<file path="src/hdl/yolo_write_bus_pkg.sv">
package yolo_write_bus_pkg;

   // external byte address and databus word
   localparam int IO_ADDR_W = 32;
   localparam int DATABUS_W = 64;

   // log2 of bytes per databus word
   localparam int WORD_SHIFT = 3;

   localparam int STRB_W = DATABUS_W / 8;

   typedef logic [DATABUS_W-1:0] bus_word_t;

   // one write request as it travels to the databus
   typedef struct packed {
      logic [IO_ADDR_W-1:0] addr;
      bus_word_t            wdata;
      logic [STRB_W-1:0]    wstrb;
   } wr_req_t;

endpackage

</file>
<file path="src/hdl/req_merge.sv">
`timescale 1ns/10ps

module req_merge #(
   parameter int N_STAGES = 4
) (
   input  logic [N_STAGES-1:0]                        reqs,
   input  yolo_write_bus_pkg::wr_req_t [N_STAGES-1:0] req_data,
   input  logic                                       databus_ready,
   output logic [N_STAGES-1:0]                        grants,
   output logic                                       databus_valid,
   output yolo_write_bus_pkg::wr_req_t                databus_req
);

   localparam int SEL_W = (N_STAGES > 1) ? $clog2(N_STAGES) : 1;

   logic [SEL_W-1:0] sel;

   // scan from the top down so the lowest index wins
   always_comb begin
      sel = '0;
      for (int i = N_STAGES - 1; i >= 0; i--) begin
         if (reqs[i]) begin
            sel = SEL_W'(i);
         end
      end
   end

   assign databus_valid = |reqs;
   assign databus_req = req_data[sel];

   always_comb begin
      grants = '0;
      if (databus_valid && databus_ready) begin
         grants[sel] = 1'b1;
      end
   end

endmodule

</file>
<file path="config.mk">
export PLATFORM = sky130hd
export DESIGN_NAME = req_merge
export DESIGN_NICKNAME = d
export VERILOG_FILES = /design/src/hdl/yolo_write_bus_pkg.sv /design/src/hdl/req_merge.sv
export SDC_FILE = /design/constraint.sdc
export NUM_CORES = 1
export LEC_CHECK = 0
export BUFFER_PORTS_ARGS = -buffer_cell sky130_fd_sc_hd__buf_2
export CORE_AREA = 2 2 203 205
export DETAILED_ROUTE_END_ITERATION = 7
export DIE_AREA = 0 0 205 207
export PLACE_DENSITY = 0.39
export SLEW_MARGIN = 20
export SYNTH_ARGS = -nofsm -noshare
export SYNTH_HDL_FRONTEND = slang
export SYNTH_SLANG_ARGS = --single-unit
</file>
<file path="constraint.sdc">
create_clock -name vclk -period 2.2
set_input_delay 0.44 -clock vclk [all_inputs]
set_output_delay 0.44 -clock vclk [all_outputs]
set_load 0.005 [all_outputs]
</file>
* Word level (Yosys, flattened, before mapping)
Cells that the tools add are included.
** Storage, ports and cells
- Output and inout bits :: 109
- Logic and storage cells :: 14
- Flip-flop bits (word level) :: 0
** Cells by class
- Reduce and logical (&&, ||, !) cells :: 3
- Multiplexer cells :: 9
- $lt $le $gt $ge :: 2
** Operators with widths (count)
- 104-bit binary-select mux with 2-bit select :: 1
- 104-bit two-way mux :: 1
- 2-bit two-way mux :: 4
- 4-bit two-way mux :: 1
- 4-bit OR reduction :: 1
- 2-bit by 3-bit < comparator with 1-bit output, second input constant :: 1
- 1-bit demux with 2-bit select :: 1
- 2-bit by 1-bit >= comparator with 1-bit output, second input constant :: 1
- 1-bit logical AND :: 2
- 1-bit two-way mux :: 1

* Longest topological paths before layout
- Word-level depth :: 9
- Mapped depth :: 7
- Mapped depth without buffers :: 3

* Least setup slack after synthesis
OpenSTA, ideal clock, no wires.
- Kind :: input to output
- Start :: input reqs[2]
- End :: output databus_req[54] in the netlist's numbering
- Slack :: 0.297 ns
- Path buffers :: 4
- Arrival time :: 1.463 ns
- Stages :: 7
- Cells stage by stage :: buf_4 > nor2b_1 > buf_6 > buf_6 > buf_4 > a221o_1 > a22o_1
** RTL lines
- from (decl) :: RTL line req_merge.sv:6 : input logic [N_STAGES-1:0] reqs,
- to (decl) :: RTL line req_merge.sv:11 : output yolo_write_bus_pkg::wr_req_t databus_req

==> metrics.md <==
| Metric | Value |
|---|---|
| Detailed-route via count | 6241 |
| Row count | 74 |
| Area leader, netlist | a221o_1 |
| Diode count | 0 |
| Hold-fix buffers, CTS | 0 |
| Critical-path top delay cell | a22o_1 |
| Largest net degree at the start of global routing | 57 |
| Netlist cell types | 16 |
| DRC | 0 |
| Crit end category | primary output |
| Worst hold margin | between 1 and 1.5 ns |
| Vias in the first global route | about 6.2k |
| DP HPWL | 19900 um |
| Final period util | 96.5% |
| Outcome | finished, final reports clean |
| Hold crit path type | input pin to primary output |
| Slew Limit Fails | 0 |
| Register area share after synthesis | 0% |
| Die area | 42400 um2 |
| Total iterations of the first detailed-routing run | 6 |
| Die Height | just over 200 um |
| Port bufs | 530 |
| DRT antenna net count | 0 |
| Startpoint types | input pin |
| First-pass GRT wire length | ~33000 um |
| Drt initial violations | 363 |
| Commonest non-fill, non-tap cell in the layout | buf_2 |
| Core Region | ~40000 um2 |
| Synthesized area per cell | about 6.6 um2 |
| Final setup viols | 0 |
| Starting density of the core | 8.09% |
| Share of layout cells above drive strength 1 | approximately 57% |
| Final setup TNS | 0 ns |
| Worst path bufs/invs | 3 |
| Most frequent cells in the layout | 527 x buf_2, 104 x a221o_1, 104 x inv_1, 104 x a21oi_1, 104 x a22o_1 |
| Max-Cap Viols | 0 |
| Syn Nets | 919 |
| Gr usage total | 9.81% |
| Placed insts | 1520 |
| # clk buffers | 0 |
| Cell Chain, Critical Path | buf_4 -> nor3_1 -> or2_4 -> buf_12 -> a22o_1 -> buf_2 |
| WL final | between 20000 and 25000 um |
| Non-filler instance count after layout | 1520 |
| Area share of the largest cell type after synthesis | 31.9% |
| Critical Path RT | around 1.8 ns |
| Die W | just over 200 um |
| Core Util, Final | 16.4% |
| Nets | 1411 |
| Tmin final | 2.12 ns |
| RSZ-0062 raised after global routing | no |
| Wire per inst | 15.6 um |
| Worst Setup Path Type | input pin to primary output |
| Worst Tran Pin Value | 0.458 ns |
| Max stage delay on crit path | 0.31 ns |
| Cell Area, Synth | 3260 um2 |
| GRT overflow | 0 |
| Cells after synthesis | about 500 |
| Critical path's top delay family | buffers and inverters |
| Ranking of synthesized cells by area | a221o_1 32%, a22o_1 28%, a21oi_1 16% |
| Pleak | 3.77 nW |
| Synthesis Warnings | 0 |
| PwrDens | 206 nW/um2 |
| Worst-path maximum fanout | 54 |
| Worst slew margin | 69.5% |
| Initial antenna violation count | 1 |
| Routability cong. | 0.919 |
| Seq Cell Count | 0 |
| Via density | 4.11 |
| Final Hold Vio Count | 0 |
| WP data arrival | 1.68 ns |
| Fmax achieved | about 470 MHz |
| VDD IR-drop max | 0.0765 mV |
| Ports | 530 |
| Synthesis-to-finish area growth | 102% |
| Seq. cell area | 0 um2 |
| # Post-CTS Setup Buffers | 0 |
==> repair_timing <==
action                                  CTS  global route
resized for setup                         0             1
endpoints found under the setup margin    0            49
endpoints found under the hold margin     0             0
==> layout make-up <==
type | instances | area [um2]
fill | 4676 | 33800
tap | 532 | 666
multi-input combinational | 323 | 2540
inverter | 104 | 390
timing repair buffer | 561 | 3010
==> through the flow <==
| step | total power [mW] | area [um2] | worst slack (ns) |
|---|---|---|---|
| floorplan | 0.609 | 3260 | 0.297 |
| global placement | 1.36 | 6600 | 0.0121 |
| detailed placement | 1.36 | 6600 | 0.000724 |
| CTS | 1.37 | 6600 | 0.0000386 |
| global route | 1.49 | 6610 | 0.0300 |
| finish | 1.36 | 6610 | 0.0763 |
==> report_power, final <==
part / switching [mW] / internal, mW
Clock: 0 / 0
Sequential: 0 / 0
Combinational: 0.630 / 0.732
==> synthesized netlist by cell type (all sizes together) <==
master and number:
a21oi 104, a221o 104, a22o 104, and2 1, and3 2, buf 30
clkbuf 41, inv 104, nand2 2, nor2 3, nor2b 1, nor3 1
or2 1
==> path summary, 6_finish.rpt <==
path	from	depth (start not counted)	endpoint	slack (ns)
min	req_data[86]	3	databus_req[86]	1.16
max	reqs[2]	6	databus_req[74]	0.08
==> logic make-up (layout without fill, tap and decap cells) <==
family / after synthesis / count (layout) / synth area share, %
compound gates: 312 / 312 / 75.7
simple gates: 11 / 11 / 1.69
buf+inv: 175 / 665 / 22.6
==> per-layer routing <==
layer  wire [um]  track usage, %
met1        9040            11.1
met2       11800            18.6
met3        1950            1.29
met4         922            3.27
met5          13               0
No activity file was read; power rests on OpenSTA's default activity.
