===== src/hdl/yolo_write_bus_pkg.sv =====
package yolo_write_bus_pkg;

   // external byte address and databus word
   localparam int IO_ADDR_W = 32;
   localparam int DATABUS_W = 64;

   // log2 of bytes per databus word
   localparam int WORD_SHIFT = 3;

   localparam int STRB_W = DATABUS_W / 8;

   typedef logic [DATABUS_W-1:0] bus_word_t;

   // one write request as it travels to the databus
   typedef struct packed {
      logic [IO_ADDR_W-1:0] addr;
      bus_word_t            wdata;
      logic [STRB_W-1:0]    wstrb;
   } wr_req_t;

endpackage


===== src/hdl/yolo_write_cfg_pkg.sv =====
package yolo_write_cfg_pkg;

   // internal address, iterations, shift and increment
   localparam int MEM_ADDR_W = 10;
   localparam int PERIOD_W = 10;
   localparam int CPU_ADDR_W = 4;

   // stage offset is half an external address
   localparam int OFFSET_W = yolo_write_bus_pkg::IO_ADDR_W / 2;

   // cpu register map
   localparam logic [CPU_ADDR_W-1:0] REG_EXT_ADDR = 0;
   localparam logic [CPU_ADDR_W-1:0] REG_OFFSET = 1;
   localparam logic [CPU_ADDR_W-1:0] REG_START = 2;
   localparam logic [CPU_ADDR_W-1:0] REG_ITER = 3;
   localparam logic [CPU_ADDR_W-1:0] REG_PER = 4;
   localparam logic [CPU_ADDR_W-1:0] REG_SHIFT = 5;
   localparam logic [CPU_ADDR_W-1:0] REG_INCR = 6;

   // configuration of one layer
   typedef struct packed {
      logic [yolo_write_bus_pkg::IO_ADDR_W-1:0] ext_addr;
      logic [OFFSET_W-1:0]                      offset;
      logic [MEM_ADDR_W-1:0]                    start;
      logic [MEM_ADDR_W-1:0]                    iter;
      logic [PERIOD_W-1:0]                      per;
      logic [MEM_ADDR_W-1:0]                    shift;
      logic [MEM_ADDR_W-1:0]                    incr;
   } layer_conf_t;

endpackage


===== src/hdl/stage_base_calc.sv =====
`timescale 1ns/10ps

module stage_base_calc #(
   parameter int N_STAGES = 4
) (
   input  logic                                                  clk,
   input  logic                                                  rst,
   input  logic [yolo_write_bus_pkg::IO_ADDR_W-1:0]              ext_addr,
   input  logic [yolo_write_cfg_pkg::OFFSET_W-1:0]               offset,
   output logic [N_STAGES-1:0][yolo_write_bus_pkg::IO_ADDR_W-1:0] base
);

   localparam int AW = yolo_write_bus_pkg::IO_ADDR_W;

   logic [AW-1:0] ext_q;

   always_ff @(posedge clk, posedge rst) begin
      if (rst) begin
         ext_q <= '0;
      end else begin
         ext_q <= ext_addr;
      end
   end

   for (genvar i = 0; i < N_STAGES; i++) begin : g_base
      logic [AW-1:0] base_q;

      if (i == 0) begin : g_first
         // stage 0 has no product and only matches the latency
         always_ff @(posedge clk, posedge rst) begin
            if (rst) begin
               base_q <= '0;
            end else begin
               base_q <= ext_q;
            end
         end
      end else begin : g_mul
         localparam logic [AW-1:0] IDX = AW'(i);

         logic [AW-1:0] prod_q;

         always_ff @(posedge clk, posedge rst) begin
            if (rst) begin
               prod_q <= '0;
               base_q <= '0;
            end else begin
               prod_q <= IDX * AW'(offset);
               base_q <= ext_q + prod_q;
            end
         end
      end

      assign base[i] = base_q;
   end

endmodule


===== config.mk =====
export PLATFORM = sky130hd
export DESIGN_NAME = stage_base_calc
export DESIGN_NICKNAME = d
export VERILOG_FILES = /design/src/hdl/yolo_write_bus_pkg.sv /design/src/hdl/yolo_write_cfg_pkg.sv /design/src/hdl/stage_base_calc.sv
export SDC_FILE = /design/constraint.sdc
export NUM_CORES = 1
export LEC_CHECK = 0
export ABC_AREA = 1
export BUFFER_PORTS_ARGS = -buffer_cell sky130_fd_sc_hd__buf_4
export CAP_MARGIN = 5
export CORE_ASPECT_RATIO = 0.8
export CORE_MARGIN = 2
export CORE_UTILIZATION = 50
export CTS_CLUSTER_DIAMETER = 200
export CTS_CLUSTER_SIZE = 20
export DETAILED_ROUTE_END_ITERATION = 10
export HOLD_SLACK_MARGIN = 0.08
export PLACE_DENSITY = 0.76
export SETUP_SLACK_MARGIN = 0.2
export SYNTH_ARGS = -nofsm -noshare
export SYNTH_HDL_FRONTEND = slang
export SYNTH_SLANG_ARGS = --single-unit

===== constraint.sdc =====
create_clock -name clk -period 7.3 [get_ports clk]
set_input_delay 1.095 -clock clk [delete_from_list [all_inputs] [get_ports clk]]
set_output_delay 1.095 -clock clk [all_outputs]
set_load 0.02 [all_outputs]

## Yosys cells after proc, flatten, opt, wreduce, memory -nomap -nowiden

Cells that the tools add are included.

- Output and inout port bits: 128
- Bits in registers: 194
- Bits of input ports: 50
- Logic and storage cells: 11

- Add/subtract/negate cells: 3
- Multipliers: 1

Operators with widths:

| cell | number |
|---|---|
| $add A32 B16 Y32 | 1 |
| $add A32 B17 Y32 | 1 |
| $add A32 B18 Y32 | 1 |
| $mul A2 B16 Y18 const A | 1 |

## Longest topological paths before layout

- Word-level depth: 1
- Gate-level depth with buffers: 12
- Gate-level depth less buffers: 12

## Worst setup path after synthesis

No wires, ideal clock.

- Path type: input port to flip-flop
- Start point: input port offset[0] (netlist name)
- End point: register g_base[3].g_mul.prod_q[15]
- Data required time: 7.178 ns
- Setup slack: 4.877 ns
- Path buffers: 0
- Data arrival time: 2.301 ns
- Library setup time: 0.122 ns
- Cell stages on the path: 9
- Cells stage by stage: ha_1 fa_1 nand3_1 nand3_1 nand2_1 nand2_1 nand3_1 nand2_1 xor2_1

- Longest elaborated chain between the ends: 1

RTL lines:

| item | RTL line | RTL |
|---|---|---|
| from (decl) | stage_base_calc.sv:9 | `input logic [yolo_write_cfg_pkg::OFFSET_W-1:0] offset,` |
| $mul A2 B16 Y18 | stage_base_calc.sv:47 | `prod_q <= IDX * AW'(offset);` |
| to (signal assigned) | stage_base_calc.sv:47 |  |
| to (decl) | stage_base_calc.sv:40 | `logic [AW-1:0] prod_q;` |

Every way passes these cells.

## Final worst setup path

- Start point: input port offset[1] (netlist name)
- End point: register g_base[3].g_mul.prod_q[15]

Same word-level chain as after synthesis.

==> summary.txt <==
STA
  – Worst slew margin: 0.396
  – Fin. max-slew vios: 0
  – Slew @ Worst Pin: 0.906 ns
  – Post-route clock period utilization: 0.314
  – Worst setup margin: 5.01 ns
  – Hold WS: 0.451 ns
  – Final setup viols: 0
  – RSZ-0062 raised after global routing: false
  – Setup TNS: 0 ns
  – Fmax: 437 MHz
  – Max Clock Skew: 0.00567 ns
  – Min Tclk post-route: 2.29 ns
  – Final hold violation count: 0

Cells and area
  – Fraction of layout cells with a size suffix above 1: 0.146
  – Diodes inserted: 0
  – Fillcell total: 1766
  – Fin nets: 1633
  – Synth-to-layout area growth: 21.7%
  – Layout Cells excl Fill: 1791

Clock tree
  – TritonCTS clock tree: done
  – H-tree Lvls: 4
  – Max clock buf depth: 2
  – Worst-Skew Late Latency: 0.44 ns
  – CTS root buf: clkbuf_16
  – Clock transition at the registers of the reported paths: 0.07 ns
  – Post CTS Setup Buffer Count: 0
  – CTS Hold Buffers Added: 0
  – # clock sinks: 191
  – PostCTS Resize Cnt: 0
  – Num CTS Buffers: 17

Yosys
  – YS warnings: 0
  – Synth cell types: 31
  – Syn Std Cell Area: 10300 um2
  – Mapped Nets: 1441
  – Post-Syn Instances: 1322
  – Register bit total from synthesis: 191
  – Register area share after synthesis: 0.464
  – Syn Area/Cell: 7.79 um2

Pwr
  – Total power divided by cell area: 248 nW/um2
  – Leak Pwr: 7.08 nW
  – Peak VDD IR: 0.170 mV

Global routing
  – Largest net degree at the start of global routing: 118
  – Total GRT Usage: 0.274
  – First-pass GRT wire length: 45700 um
  – Initial antenna violation count: 0
  – Vias in the first global route: 8893
  – GRT Residual Overflow: 0

Setup path
  – Critical Path Start: offset[1]
  – R2R cell count: 9
  – CP startpoint kind: primary input
  – RR Startpoint: ext_q[17]
  – CP Max Fanout: 4
  – Crit end category: register
  – FF-to-FF End: g_base[3].base_q[27]
  – R2R setup slack: 5.02 ns
  – Worst Path Required: 7.63 ns
  – Crit path arrival time: 2.62 ns
  – Critical path class: primary input to register
  – Crit path to: g_base[3].g_mul.prod_q[15]

Route
  – Vias per cell: 5.09
  – Post-route antenna net violation count: 0
  – Final WL: 28700 um
  – Pre-antenna DRT Iters: 5
  – DRT iter0 DRCs: 677
  – DR DRC count: 0
  – Vias: 9108
  – Wire per inst: 16.0 um

Floorplan
  – Die height: 132 um
  – Core Area: 20000 um2
  – DIE AREA: 21800 um2
  – Std cell rows: 46
  – Die X: 164 um
  – Ports: 178
  – Starting Density: 0.514

Placement
  – HPWL Detailed: 23200 um
  – PortBufs: 177
  – Pre-CTS setup slack: 4.54 ns
  – Placer Congestion: 1.01
  – DP Cell Count: 1759

Flow run
  – Max cap viols: 0

Worst hold path
  – Worst hold-check path type: register to register

Run status
  – Status: finished, final reports clean
[registers in the layout, indices dropped and copies added, names as in the netlist]
| name | flops |
|---|---|
| ext_q | 32 |
| g_base.g_mul.prod_q | 33 |
| g_base.base_q | 126 |
[metal layers]
layer | share of wire | up-vias | track usage
met4 | 0.018 | 0 | 0.0821
li1 | - | 4461 | -
met2 | 0.43 | 354 | 0.412
met3 | 0.082 | 38 | 0.0513
met1 | 0.47 | 4255 | 0.405
met5 | 0 | - | 0
[kinds of logic after synthesis]
family,synth area share
AND/OR/NAND/NOR,0.289
AO/OA/AOI/OAI,0.0376
buffers and inverters,0.0756
flip-flops,0.464
adder cells (fa/ha/maj),0.0853
XOR/XNOR,0.0485
[worst min path at each step]
stage / start / end / slack, ns / depth (start not counted)
floorplan: ext_q[24] / g_base[0].base_q[24] / 0.35 / 0
global placement: ext_q[0] / g_base[2].base_q[0] / 0.40 / 0
detailed placement: ext_q[0] / g_base[2].base_q[0] / 0.44 / 0
CTS: ext_q[0] / g_base[2].base_q[0] / 0.45 / 0
global route: ext_q[0] / g_base[2].base_q[0] / 0.46 / 0
finish: ext_q[0] / g_base[2].base_q[0] / 0.45 / 0
[critical path, cell delays in order]
cell and delay [ns]:
buf_4 0.13, ha_1 0.20, fa_1 0.42, nand3_1 0.09, nand3_1 0.17, nand2_1 0.11
nand2_1 0.10, nand3_1 0.09, nand2_1 0.07, xor2_1 0.14
[stage by stage]
step	power [mW]	instance area [um2]	util
after floorplan	1.81	10300	-
after global routing	3.26	12500	0.625
after global placement	2.17	11900	0.596
after detailed placement	2.18	11900	0.596
after CTS	3.12	12500	0.625
final	3.11	12500	0.625
[power breakdown]
part           internal (mW)  switching, mW
Sequential              1.20         0.0750
Clock                  0.495          0.437
Combinational          0.325          0.580
Total                   2.02           1.09
[cell usage in the layout, fill, tap and decap left out, types with 2 or more instances in the layout]
cell       netlist  layout
o21bai_1         4       4
inv_2            3       3
nand4_1          6       6
o21ai_0         14      14
inv_8            0       4
o21ai_2          2       2
nand3b_1         4       4
clkinv_4         0       4
nand2_1        514     514
nand3_1         85      85
a21o_1           3       3
nor3_4           2       2
inv_1          195     194
inv_6            0       3
a21oi_1         38      38
buf_4            4     178
a21boi_0         5       5
and2_1           4       4
nor3_1          13      13
xnor2_1          5       5
fa_1             2       2
or2_2            3       3
ha_1            67      67
nor2_1          98      98
xor2_1          52      52
dfrtp_1        191     191
clkbuf_16        0      17
[cells in the mapped netlist]
cell type / instances / share of area
a31oi_1: 1 / 0.00061
fa_1: 2 / 0.0039
nor2_1: 98 / 0.036
inv_1: 195 / 0.071
nand3b_1: 4 / 0.0029
a21o_1: 3 / 0.0022
nand2_1: 514 / 0.19
o21ai_0: 14 / 0.0068
nor3_4: 2 / 0.0032
nand4_1: 6 / 0.0036
nand3_1: 85 / 0.041
o21bai_1: 4 / 0.0029
buf_2: 1 / 0.00049
o21ai_1: 1 / 0.00049
nor3b_2: 1 / 0.0012
nor2_4: 1 / 0.0011
nand3_2: 1 / 0.00097
buf_4: 4 / 0.0029
ha_1: 67 / 0.081
xor2_1: 52 / 0.044
a21boi_0: 5 / 0.0036
and3_1: 1 / 0.00061
dfrtp_1: 191 / 0.46
a21oi_1: 38 / 0.018
inv_2: 3 / 0.0011
and2_1: 4 / 0.0024
o21a_1: 1 / 0.00073
xnor2_1: 5 / 0.0043
o21ai_2: 2 / 0.0017
nor3_1: 13 / 0.0063
or2_2: 3 / 0.0018
[layout make-up]
class                      count  area [um2]  share of cell area
sequential                   191        4780               0.382
clock inverter                13         149              0.0119
timing repair buffer         178        1340               0.107
inverter                     198         751              0.0599
tap                          264         330              0.0264
clock buffer                  19         443              0.0354
multi-input combinational    928        4740               0.378
Power figures use the tool's default switching activity.
