**config.mk**
```make
export PLATFORM = sky130hd
export DESIGN_NAME = write_addr_gen
export DESIGN_NICKNAME = d
export VERILOG_FILES = /design/src/hdl/yolo_write_bus_pkg.sv /design/src/hdl/yolo_write_cfg_pkg.sv /design/src/hdl/write_addr_gen.sv
export SDC_FILE = /design/constraint.sdc
export NUM_CORES = 1
export LEC_CHECK = 0
export CAP_MARGIN = 20
export CORE_AREA = 10 10 72 120
export CTS_BUF_LIST = sky130_fd_sc_hd__clkbuf_4 sky130_fd_sc_hd__clkbuf_8 sky130_fd_sc_hd__clkbuf_16
export CTS_CLUSTER_DIAMETER = 60
export DETAILED_ROUTE_END_ITERATION = 16
export DIE_AREA = 0 0 82 130
export DONT_BUFFER_PORTS = 1
export PLACE_DENSITY = 0.75
export SLEW_MARGIN = 15
export SYNTH_ARGS = -nofsm -noshare
export SYNTH_HDL_FRONTEND = slang
export SYNTH_SLANG_ARGS = --single-unit
```
**constraint.sdc**
```tcl
create_clock -name clk -period 2.8 [get_ports clk]
set_input_delay 0 -clock clk [delete_from_list [all_inputs] [get_ports clk]]
set_output_delay 0 -clock clk [all_outputs]
set_load 0.03 [all_outputs]
```
**src/hdl/yolo_write_bus_pkg.sv**
```systemverilog
package yolo_write_bus_pkg;

   // external byte address and databus word
   localparam int IO_ADDR_W = 32;
   localparam int DATABUS_W = 64;

   // log2 of bytes per databus word
   localparam int WORD_SHIFT = 3;

   localparam int STRB_W = DATABUS_W / 8;

   typedef logic [DATABUS_W-1:0] bus_word_t;

   // one write request as it travels to the databus
   typedef struct packed {
      logic [IO_ADDR_W-1:0] addr;
      bus_word_t            wdata;
      logic [STRB_W-1:0]    wstrb;
   } wr_req_t;

endpackage

```
**src/hdl/yolo_write_cfg_pkg.sv**
```systemverilog
package yolo_write_cfg_pkg;

   // internal address, iterations, shift and increment
   localparam int MEM_ADDR_W = 10;
   localparam int PERIOD_W = 10;
   localparam int CPU_ADDR_W = 4;

   // stage offset is half an external address
   localparam int OFFSET_W = yolo_write_bus_pkg::IO_ADDR_W / 2;

   // cpu register map
   localparam logic [CPU_ADDR_W-1:0] REG_EXT_ADDR = 0;
   localparam logic [CPU_ADDR_W-1:0] REG_OFFSET = 1;
   localparam logic [CPU_ADDR_W-1:0] REG_START = 2;
   localparam logic [CPU_ADDR_W-1:0] REG_ITER = 3;
   localparam logic [CPU_ADDR_W-1:0] REG_PER = 4;
   localparam logic [CPU_ADDR_W-1:0] REG_SHIFT = 5;
   localparam logic [CPU_ADDR_W-1:0] REG_INCR = 6;

   // configuration of one layer
   typedef struct packed {
      logic [yolo_write_bus_pkg::IO_ADDR_W-1:0] ext_addr;
      logic [OFFSET_W-1:0]                      offset;
      logic [MEM_ADDR_W-1:0]                    start;
      logic [MEM_ADDR_W-1:0]                    iter;
      logic [PERIOD_W-1:0]                      per;
      logic [MEM_ADDR_W-1:0]                    shift;
      logic [MEM_ADDR_W-1:0]                    incr;
   } layer_conf_t;

endpackage

```
**src/hdl/write_addr_gen.sv**
```systemverilog
`timescale 1ns/10ps

module write_addr_gen (
   input  logic                                      clk,
   input  logic                                      rst,
   input  logic                                      start,
   input  logic                                      pause,
   input  yolo_write_cfg_pkg::layer_conf_t           conf,
   output logic [yolo_write_cfg_pkg::MEM_ADDR_W-1:0] addr,
   output logic                                      en,
   output logic                                      busy
);

   localparam int MEM_ADDR_W = yolo_write_cfg_pkg::MEM_ADDR_W;
   localparam int PERIOD_W = yolo_write_cfg_pkg::PERIOD_W;

   logic [MEM_ADDR_W-1:0] iter_cnt;
   logic [PERIOD_W-1:0]   per_cnt;
   // start plus j times shift
   logic [MEM_ADDR_W-1:0] iter_base;
   logic                  last_per;
   logic                  last_iter;

   assign en = busy & ~pause;
   assign last_per = (per_cnt == conf.per - 1'b1);
   assign last_iter = (iter_cnt == conf.iter - 1'b1);

   always_ff @(posedge clk, posedge rst) begin
      if (rst) begin
         busy <= 1'b0;
         iter_cnt <= '0;
         per_cnt <= '0;
         iter_base <= '0;
         addr <= '0;
      end else if (start) begin
         // empty loop never goes busy
         busy <= (conf.iter != '0) && (conf.per != '0);
         iter_cnt <= '0;
         per_cnt <= '0;
         iter_base <= conf.start;
         addr <= conf.start;
      end else if (en) begin
         if (last_per) begin
            per_cnt <= '0;
            if (last_iter) begin
               busy <= 1'b0;
            end else begin
               iter_cnt <= iter_cnt + 1'b1;
               iter_base <= iter_base + conf.shift;
               addr <= iter_base + conf.shift;
            end
         end else begin
            per_cnt <= per_cnt + 1'b1;
            addr <= addr + conf.incr;
         end
      end
   end

endmodule

```
After elaboration in Yosys (flattened, before gate mapping)
Cells that the tools add are included.
{"block": "classes", "add_sub_neg": 6, "n_eq_ne": 4, "n_mux": 18, "n_bitwise": 2, "reduce_logical": 9}
{"cell": "$mux 10", "count": 14}
{"cell": "$add 10x1->10 const B", "count": 2}
{"cell": "$add 10x10->10", "count": 2}
{"cell": "$eq 10x10->1", "count": 2}
{"cell": "$reduce_bool 10->1", "count": 2}
{"cell": "$sub 10x1->10 const B", "count": 2}
{"cell": "$reduce_and 3->1", "count": 2}
{"cell": "$reduce_bool 2->1", "count": 3}
{"cell": "$mux 1", "count": 4}
{"cell": "$ne 3x3->1 const B", "count": 1}
{"cell": "$ne 2x2->1 const B", "count": 1}
{"cell": "$reduce_and 2->1", "count": 1}
{"cell": "$and 1x1->1", "count": 1}
{"cell": "$logic_and 1x1->1", "count": 1}
{"cell": "$not 1->1", "count": 1}
{"block": "totals", "reg_bits": 41, "inputBits": 102, "word_cells": 44}

Depth between registers and ports, before layout
Gate-level depths: netlist of run 1.
{"block": "logic_depth", "word_depth": 6, "depth_mapped": 13, "mapped_depth_nobuf": 9}

Worst setup path before layout of run 1
No wires, ideal clock.
{"block": "synth_path", "path_type": "reg2reg", "startpoint": "register addr[0] (netlist bit)", "endpoint": "register addr[8] (netlist bit)", "setup_ps": 125, "arrival_ps": 2531, "required_time_ps": 2675, "setup_slack_ps": 144, "stages_incl_launch_ff": 10, "path_buffers": 0, "synth_period_minus_slack_ps": 2656, "path_cell_list": "dfrtp_1 ha_1 fa_1 a211oi_1 o21bai_1 a2111oi_0 o31ai_1 a22oi_1 o31ai_1 mux2_2"}
{"block": "synth_between", "elab_chain_cells": 4}
{"item": "start, declared", "line": "write_addr_gen.sv:9", "rtl": "output logic [yolo_write_cfg_pkg::MEM_ADDR_W-1:0] addr,"}
{"item": "start signal, assigned", "line": "write_addr_gen.sv:41", "rtl": "addr <= conf.start;"}
{"item": "start signal, assigned", "line": "write_addr_gen.sv:50", "rtl": "addr <= iter_base + conf.shift;"}
{"item": "start signal, assigned", "line": "write_addr_gen.sv:54", "rtl": "addr <= addr + conf.incr;"}
{"item": "$add 10x10->10", "line": "write_addr_gen.sv:54"}
{"item": "$mux 10", "line": "write_addr_gen.sv:43", "rtl": "if (last_per) begin"}
{"item": "$mux 10", "line": "write_addr_gen.sv:42", "rtl": "end else if (en) begin"}
{"item": "$mux 10", "line": "write_addr_gen.sv:35", "rtl": "end else if (start) begin"}
Every way passes these cells. The select of a mux whose other input is x is not followed.
A chain may end at the register's enable or synchronous reset.

Worst setup path in the final report of run 1
{"block": "layout_path", "startpoint": "register per_cnt[6]", "endpoint": "register addr[1] (netlist bit)"}
{"block": "layout_between", "elab_chain_cells": 4}
{"item": "start, declared", "line": "write_addr_gen.sv:18", "rtl": "logic [PERIOD_W-1:0] per_cnt;"}
{"item": "start signal, assigned", "line": "write_addr_gen.sv:53", "rtl": "per_cnt <= per_cnt + 1'b1;"}
{"item": "$eq 10x10->1 (*)", "line": "write_addr_gen.sv:25", "rtl": "assign last_per = (per_cnt == conf.per - 1'b1);"}
{"item": "$mux 10", "line": "write_addr_gen.sv:43"}
{"item": "$mux 10", "line": "write_addr_gen.sv:42"}
{"item": "$mux 10", "line": "write_addr_gen.sv:35"}
Mark *: on every way between the ends. The rest lies on a longest branch, timed or not. The select of a mux whose other input is x is not followed.

==> results of run 1 <==
routing by layer:
metal	up-vias	GRT usage, %	routed length [µm]
met2	99	35.8	5570
met4	0	11.7	525
li1	1658	-	-
met3	32	5.23	668
met1	1631	21.0	3860
met5	-	0	0
report_power, final:
| group | internal (mW) | switching (mW) | leakage (nW) |
|---|---|---|---|
| Clock | 0.337 | 0.236 | 0.0740 |
| Combinational | 0.683 | 0.827 | 1.28 |
| Sequential | 0.727 | 0.169 | 0.526 |
| Total | 1.75 | 1.23 | 1.88 |
path summary, 6_finish.rpt:
path | depth (start not counted) | endpoint | start
max | 8 | addr[1]$_DFFE_PP0P_ | per_cnt[6]$_DFFE_PP0P_
min | 2 | addr[6]$_DFFE_PP0P_ | start
max reg2reg | 8 | addr[1]$_DFFE_PP0P_ | per_cnt[6]$_DFFE_PP0P_
min reg2reg | 1 | iter_base[7]$_DFFE_PP0P_ | iter_base[7]$_DFFE_PP0P_
max in group asynchronous | 3 | iter_cnt[5]$_DFFE_PP0P_ | rst
min in group asynchronous | 3 | addr[5]$_DFFE_PP0P_ | rst
final cells by class:
cell class,instances,area share [%]
repair buffers,36,7.65
well taps,84,2.47
clock inverters,2,0.236
inverters,15,1.32
flip-flops and latches,41,24.1
multi-input cells,356,61.1
clock buffers,6,3.12
registers in the layout (all words and copies together) (netlist names):
signal / cells
addr: 10
iter_base: 10
iter_cnt: 10
per_cnt: 10
busy: 1
cell usage in the layout, fill, tap and decap left out, drive strengths merged, types with 4 or more instances in the layout:
cell	netlist	routed
dfrtp	41	41
o21ai	30	30
nand2	28	28
nor2	28	28
buf	8	24
nor3	22	22
ha	22	22
nand3	21	21
xnor2	20	20
xor2	19	19
mux2	19	19
a21oi	18	18
inv	15	15
nor2b	12	12
a21o	12	12
dlygate4sd3	0	12
a211oi	8	8
and3	8	8
o31ai	8	8
a22o	8	8
or4	7	7
clkbuf	8	6
nor4	5	5
o21bai	4	4
a31oi	4	4
nand2b	4	4
logic make-up (layout without fill, tap and decap cells):
family                     after synthesis  after routing
DFF                                     41             41
and+or+nand+nor                        152            152
buffers and inverters                   31             59
adders and majority gates               24             24
xor gates and xnor gates                40             40
muxes                                   20             20
AOI/OAI and AO/OA                      120            120
Yosys cell counts, drive strengths merged (12+ instances only):
library cell / count
nand2: 28
xor2: 19
o21ai: 30
mux2: 19
a21o: 12
xnor2: 20
nand3: 21
a21oi: 18
inv: 15
ha: 22
nor2: 28
dfrtp: 41
nor3: 22
nor2b: 12
per-stage QoR:
step / hold WS [ns] / setup slack [ns] / area [µm²]
after global placement: 0.0616 / 0.111 / 3970
after global routing: 0.0113 / -0.0423 / 4250
after floorplan: 0.174 / 0.144 / 3750
final: 0.0172 / 0.152 / 4250
after detailed placement: 0.0667 / 0.0789 / 3970
after CTS: 0.00280 / 0.0179 / 4230
what timing repair did:
item                                    4_1_cts  5_1_grt
resized for setup                             0        4
endpoints found under the setup margin        0        9
hold buffers                                 12        0
endpoints found under the hold margin        60        0
worst max-delay path, cell delays in order (launching register included):
cell	delay (ns)
dfrtp_1	0.43
xnor3_1	0.39
and4_1	0.21
nor4_2	0.07
or4_4	0.58
buf_4	0.18
o21ai_0	0.18
a31oi_1	0.18
mux2_2	0.32
==> flow_summary.ini, run 1 <==
[setup_path]
end_kind = register
cp.arrival_ns = 2.82
cp-start-kind = register
required_ns = 2.98
path_max_fanout = 6
crit_type = reg -> reg
reg2reg_slack_ns = 0.15

[cts]
cts_root_buf = clkbuf_16
postCtsSetupBuffers = 0
cts_tree = done
clock_sinks = 41
cts_buffers = 5
cts_buffer_depth = 2
clock_latency_ns = 0.29
cts-htree-levels = 2
clkTransAtPathRegs_ns = 0.06

[synthesis]
synth_compound_area_share_pct = 22.5
synth_top_area_share_pct = 27.4
synthSimpleGateAreaFrac_pct = 21.7
synth_seq_cells = 41
ys_types = 65
yosysSeqAreaShare_pct = 27.4
synth.area.top_cells = dfrtp_1 27%, ha_1 7.3%, xnor2_1 4.7%
synth_top_family_by_area = compound AO/OA/AOI/OAI gates
synth.largest_area_cell = dfrtp_1
syn-num-nets = 554
synthXorXnorAreaFrac_pct = 9.72
yosysWarnings = 0
synth_edf_count = 0
muxShareOfSynthArea_pct = 6.48
synth_fa_ha_area_share_pct = 8.41
avgSynthCellArea_um2 = 8.76
synth_cells = 428
syn_area_mm2 = 0.00375
synth_flop_cell = dfrtp_1
synth-async-reset-ratio_pct = 100

[place]
portBuffers = 0
hpwlAfterDp_mm = 8.06
placed_cells = 520
gp_congestion = 0.889

[floorplan]
num_io_pins = 114
coreArea_mm2 = 0.00671
start_util_pct = 55.9
die_height_um = 130
die_w_um = 82
rows = 40
die_area_mm2 = 0.0107

[final_layout]
fillers = 595
nets = 581
final_cells = 540
fin_util_pct = 63.4
multiInputGateArea_mm2 = 0.00259
drive_gt1_share_pct = 14.3
area_growth_pct = 13.4
diodes = 0
seqCellArea_mm2 = 0.00103

[drt]
drt_iter0_drc = 256
firstDrtPassIters = 4
num_vias = 3420
avgViaCountPerCell = 6.33
routed_wl_mm = 10.6
drcViolationCount = 0
avgRoutedWirePerCell_um = 19.7
antenna_left = 0

[outcome]
status = finished clean

[timing]
clock_skew_ns = 0.00477
setup_viol = 0
report.final.slew_viol_count = 0
slew_headroom_pct = 45.0
worstMarginPinSlew_ns = 0.823
tns_ns = 0
fin_crit_ns = 2.65
fmax_mhz = 378
finalCritPeriodShare_pct = 94.6
hold_viol = 0

[worst_hold_path]
hp-class = in -> reg

[grt]
grt.overflow.total = 0
grt_max_degree = 42
antenna_found_initial = 0
grt_pass1_vias = 3687
grt_pass1_wl_mm = 17.2
grt_util_all_layers_pct = 20.4

[power]
leakagePower_nw = 1.88
p_per_area_mw_per_mm2 = 701
p_total_mw = 2.98
irDropWorstVdd_v = 0.000632

[run]
cap_violations = 0
(Power assumes the default switching activity.)
==> inputs of run 2 (changes only) <==
==> constraint.sdc (replaced) <==
create_clock -name clk -period 2.8 [get_ports clk]
set_input_delay 0.42 -clock clk [delete_from_list [all_inputs] [get_ports clk]]
set_output_delay 0.42 -clock clk [all_outputs]
set_load 0.03 [all_outputs]
==> flow_summary.ini, run 2 (same netlist as run 1, synthesis figures left out) <==
[outcome]
status = finished clean

[floorplan]
die_w_um = 82
coreArea_mm2 = 0.00671
die_height_um = 130
die_area_mm2 = 0.0107
num_io_pins = 114
start_util_pct = 55.9
rows = 40

[setup_path]
slowest_stage = or4_1
critPathMaxStageDelay_ns = 0.58
crit_type = reg -> reg
crit_chain = xnor2_2 > o311a_1 > a311oi_1 > buf_4 > or4_1 > buf_4 > o21ai_0 > a31oi_1 > mux2_2
path_max_fanout = 7
ff2ff_path_depth = 9
crit_top_cell = buf_4
cp.arrival_ns = 2.93
end_kind = register
cp-start-kind = register
required_ns = 2.98

[timing]
final.setup.worst_slack_ns = 0.0446
rsz0062_at_grt = no
finalCritPeriodShare_pct = 98.4
slew_headroom_pct = 61.1
finalHoldWorstSlack_ns = 0.152
setup_viol = 0
worstMarginPinSlew_ns = 0.579
fin_crit_ns = 2.76
hold_viol = 0
tns_ns = 0
clock_skew_ns = 0.00804
report.final.slew_viol_count = 0
fmax_mhz = 363

[drt]
dr.max_layer_used = met4
num_vias = 3406
drcViolationCount = 0
avgViaCountPerCell = 6.48
drt_iter0_drc = 285
drt-met1-wl_mm = 3.75
wl_met3_um = 640
firstDrtPassIters = 4
routed_wl_mm = 10.5
antenna_left = 0
wl_met2_mm = 5.71
avgRoutedWirePerCell_um = 19.9

[place]
hpwlAfterDp_mm = 8.14
place_ws_ns = 0.00168
placed_cell_area_mm2 = 0.00397
gp_congestion = 0.882
portBuffers = 0
placed_cells = 518

[final_layout]
final_area_mm2 = 0.00412
final_common_cell = dfrtp_1
final_cell_mix = 41 x dfrtp_1, 29 x o21ai_0, 28 x nand2_1
diodes = 0
final_cells = 526
fin_util_pct = 61.5
fillers = 620
nets = 567
area_growth_pct = 10.0
drive_gt1_share_pct = 14.7

[power]
p_total_mw = 2.95
leakagePower_nw = 1.82
irDropWorstVdd_v = 0.000557
p_per_area_mw_per_mm2 = 715

[grt]
grt_pass1_wl_mm = 16.6
grt.overflow.total = 0
grt_util_all_layers_pct = 19.7
antenna_found_initial = 0
grt_max_degree = 42
grt_pass1_vias = 3516

[cts]
cts_root_buf = clkbuf_16
cts-htree-levels = 2
cts_tree = done
clkTransAtPathRegs_ns = 0.06
clock_latency_ns = 0.29
cts_buffer_depth = 2
clock_sinks = 41
postCtsSetupBuffers = 0
cts_buffers = 5

[run]
cap_violations = 0

[worst_hold_path]
hp-class = in -> async
[run 2: changes by cell type in the layout (fill, tap and decap cells not counted), sizes merged]
cell         delta
dlygate4sd3    -12
buf             -2
[run 2: worst max-delay path: cells and delay by family (launching register included)]
family / cells / cell delay, ns
xor+xnor: 1 / 0.23
buf+inv: 2 / 0.38
simple gates: 1 / 0.58
compound gates: 4 / 0.65
mux: 1 / 0.33
flops: 1 / 0.47
[run 2: layout make-up]
cell class	count	area [µm²]	area share, %
Timing Repair Buffer	22	178	4.31
Multi-Input combinational cell	356	2620	63.4
Tap cell	84	105	2.55
Inverter	15	56.3	1.37
Clock inverter	2	10.0	0.243
Sequential cell	41	1030	24.9
Clock buffer	6	133	3.22
[run 2: final timing paths]
kind | start | endpoint | slack, ns
worst max-delay path | per_cnt[6]$_DFFE_PP0P_ | addr[1]$_DFFE_PP0P_ | 0.04
worst min-delay path | rst | addr[1]$_DFFE_PP0P_ | 0.15
worst max register to register | per_cnt[6]$_DFFE_PP0P_ | addr[1]$_DFFE_PP0P_ | 0.04
worst min register to register | iter_base[7]$_DFFE_PP0P_ | iter_base[7]$_DFFE_PP0P_ | 0.49
max in group asynchronous | rst | per_cnt[5]$_DFFE_PP0P_ | 2.26
min in group clk | start | iter_cnt[3]$_DFFE_PP0P_ | 0.19
[run 2: power by group]
group	total, mW	internal [mW]	leakage [nW]	switching (mW)
Sequential	0.908	0.727	0.526	0.181
Combinational	1.46	0.665	1.22	0.799
Clock	0.576	0.337	0.0740	0.239
Total	2.95	1.73	1.82	1.22
[run 2: routing by layer]
metal	up-vias	GRT usage, %
met5	-	0
met4	0	8.55
met3	28	4.68
met2	89	36.7
met1	1652	19.5
li1	1637	-
[run 2: timing repair]
| action | in CTS | in global routing |
|---|---|---|
| endpoints found under the setup margin | 0 | 2 |
| hold buffers | 0 | 0 |
| resized for setup | 0 | 3 |
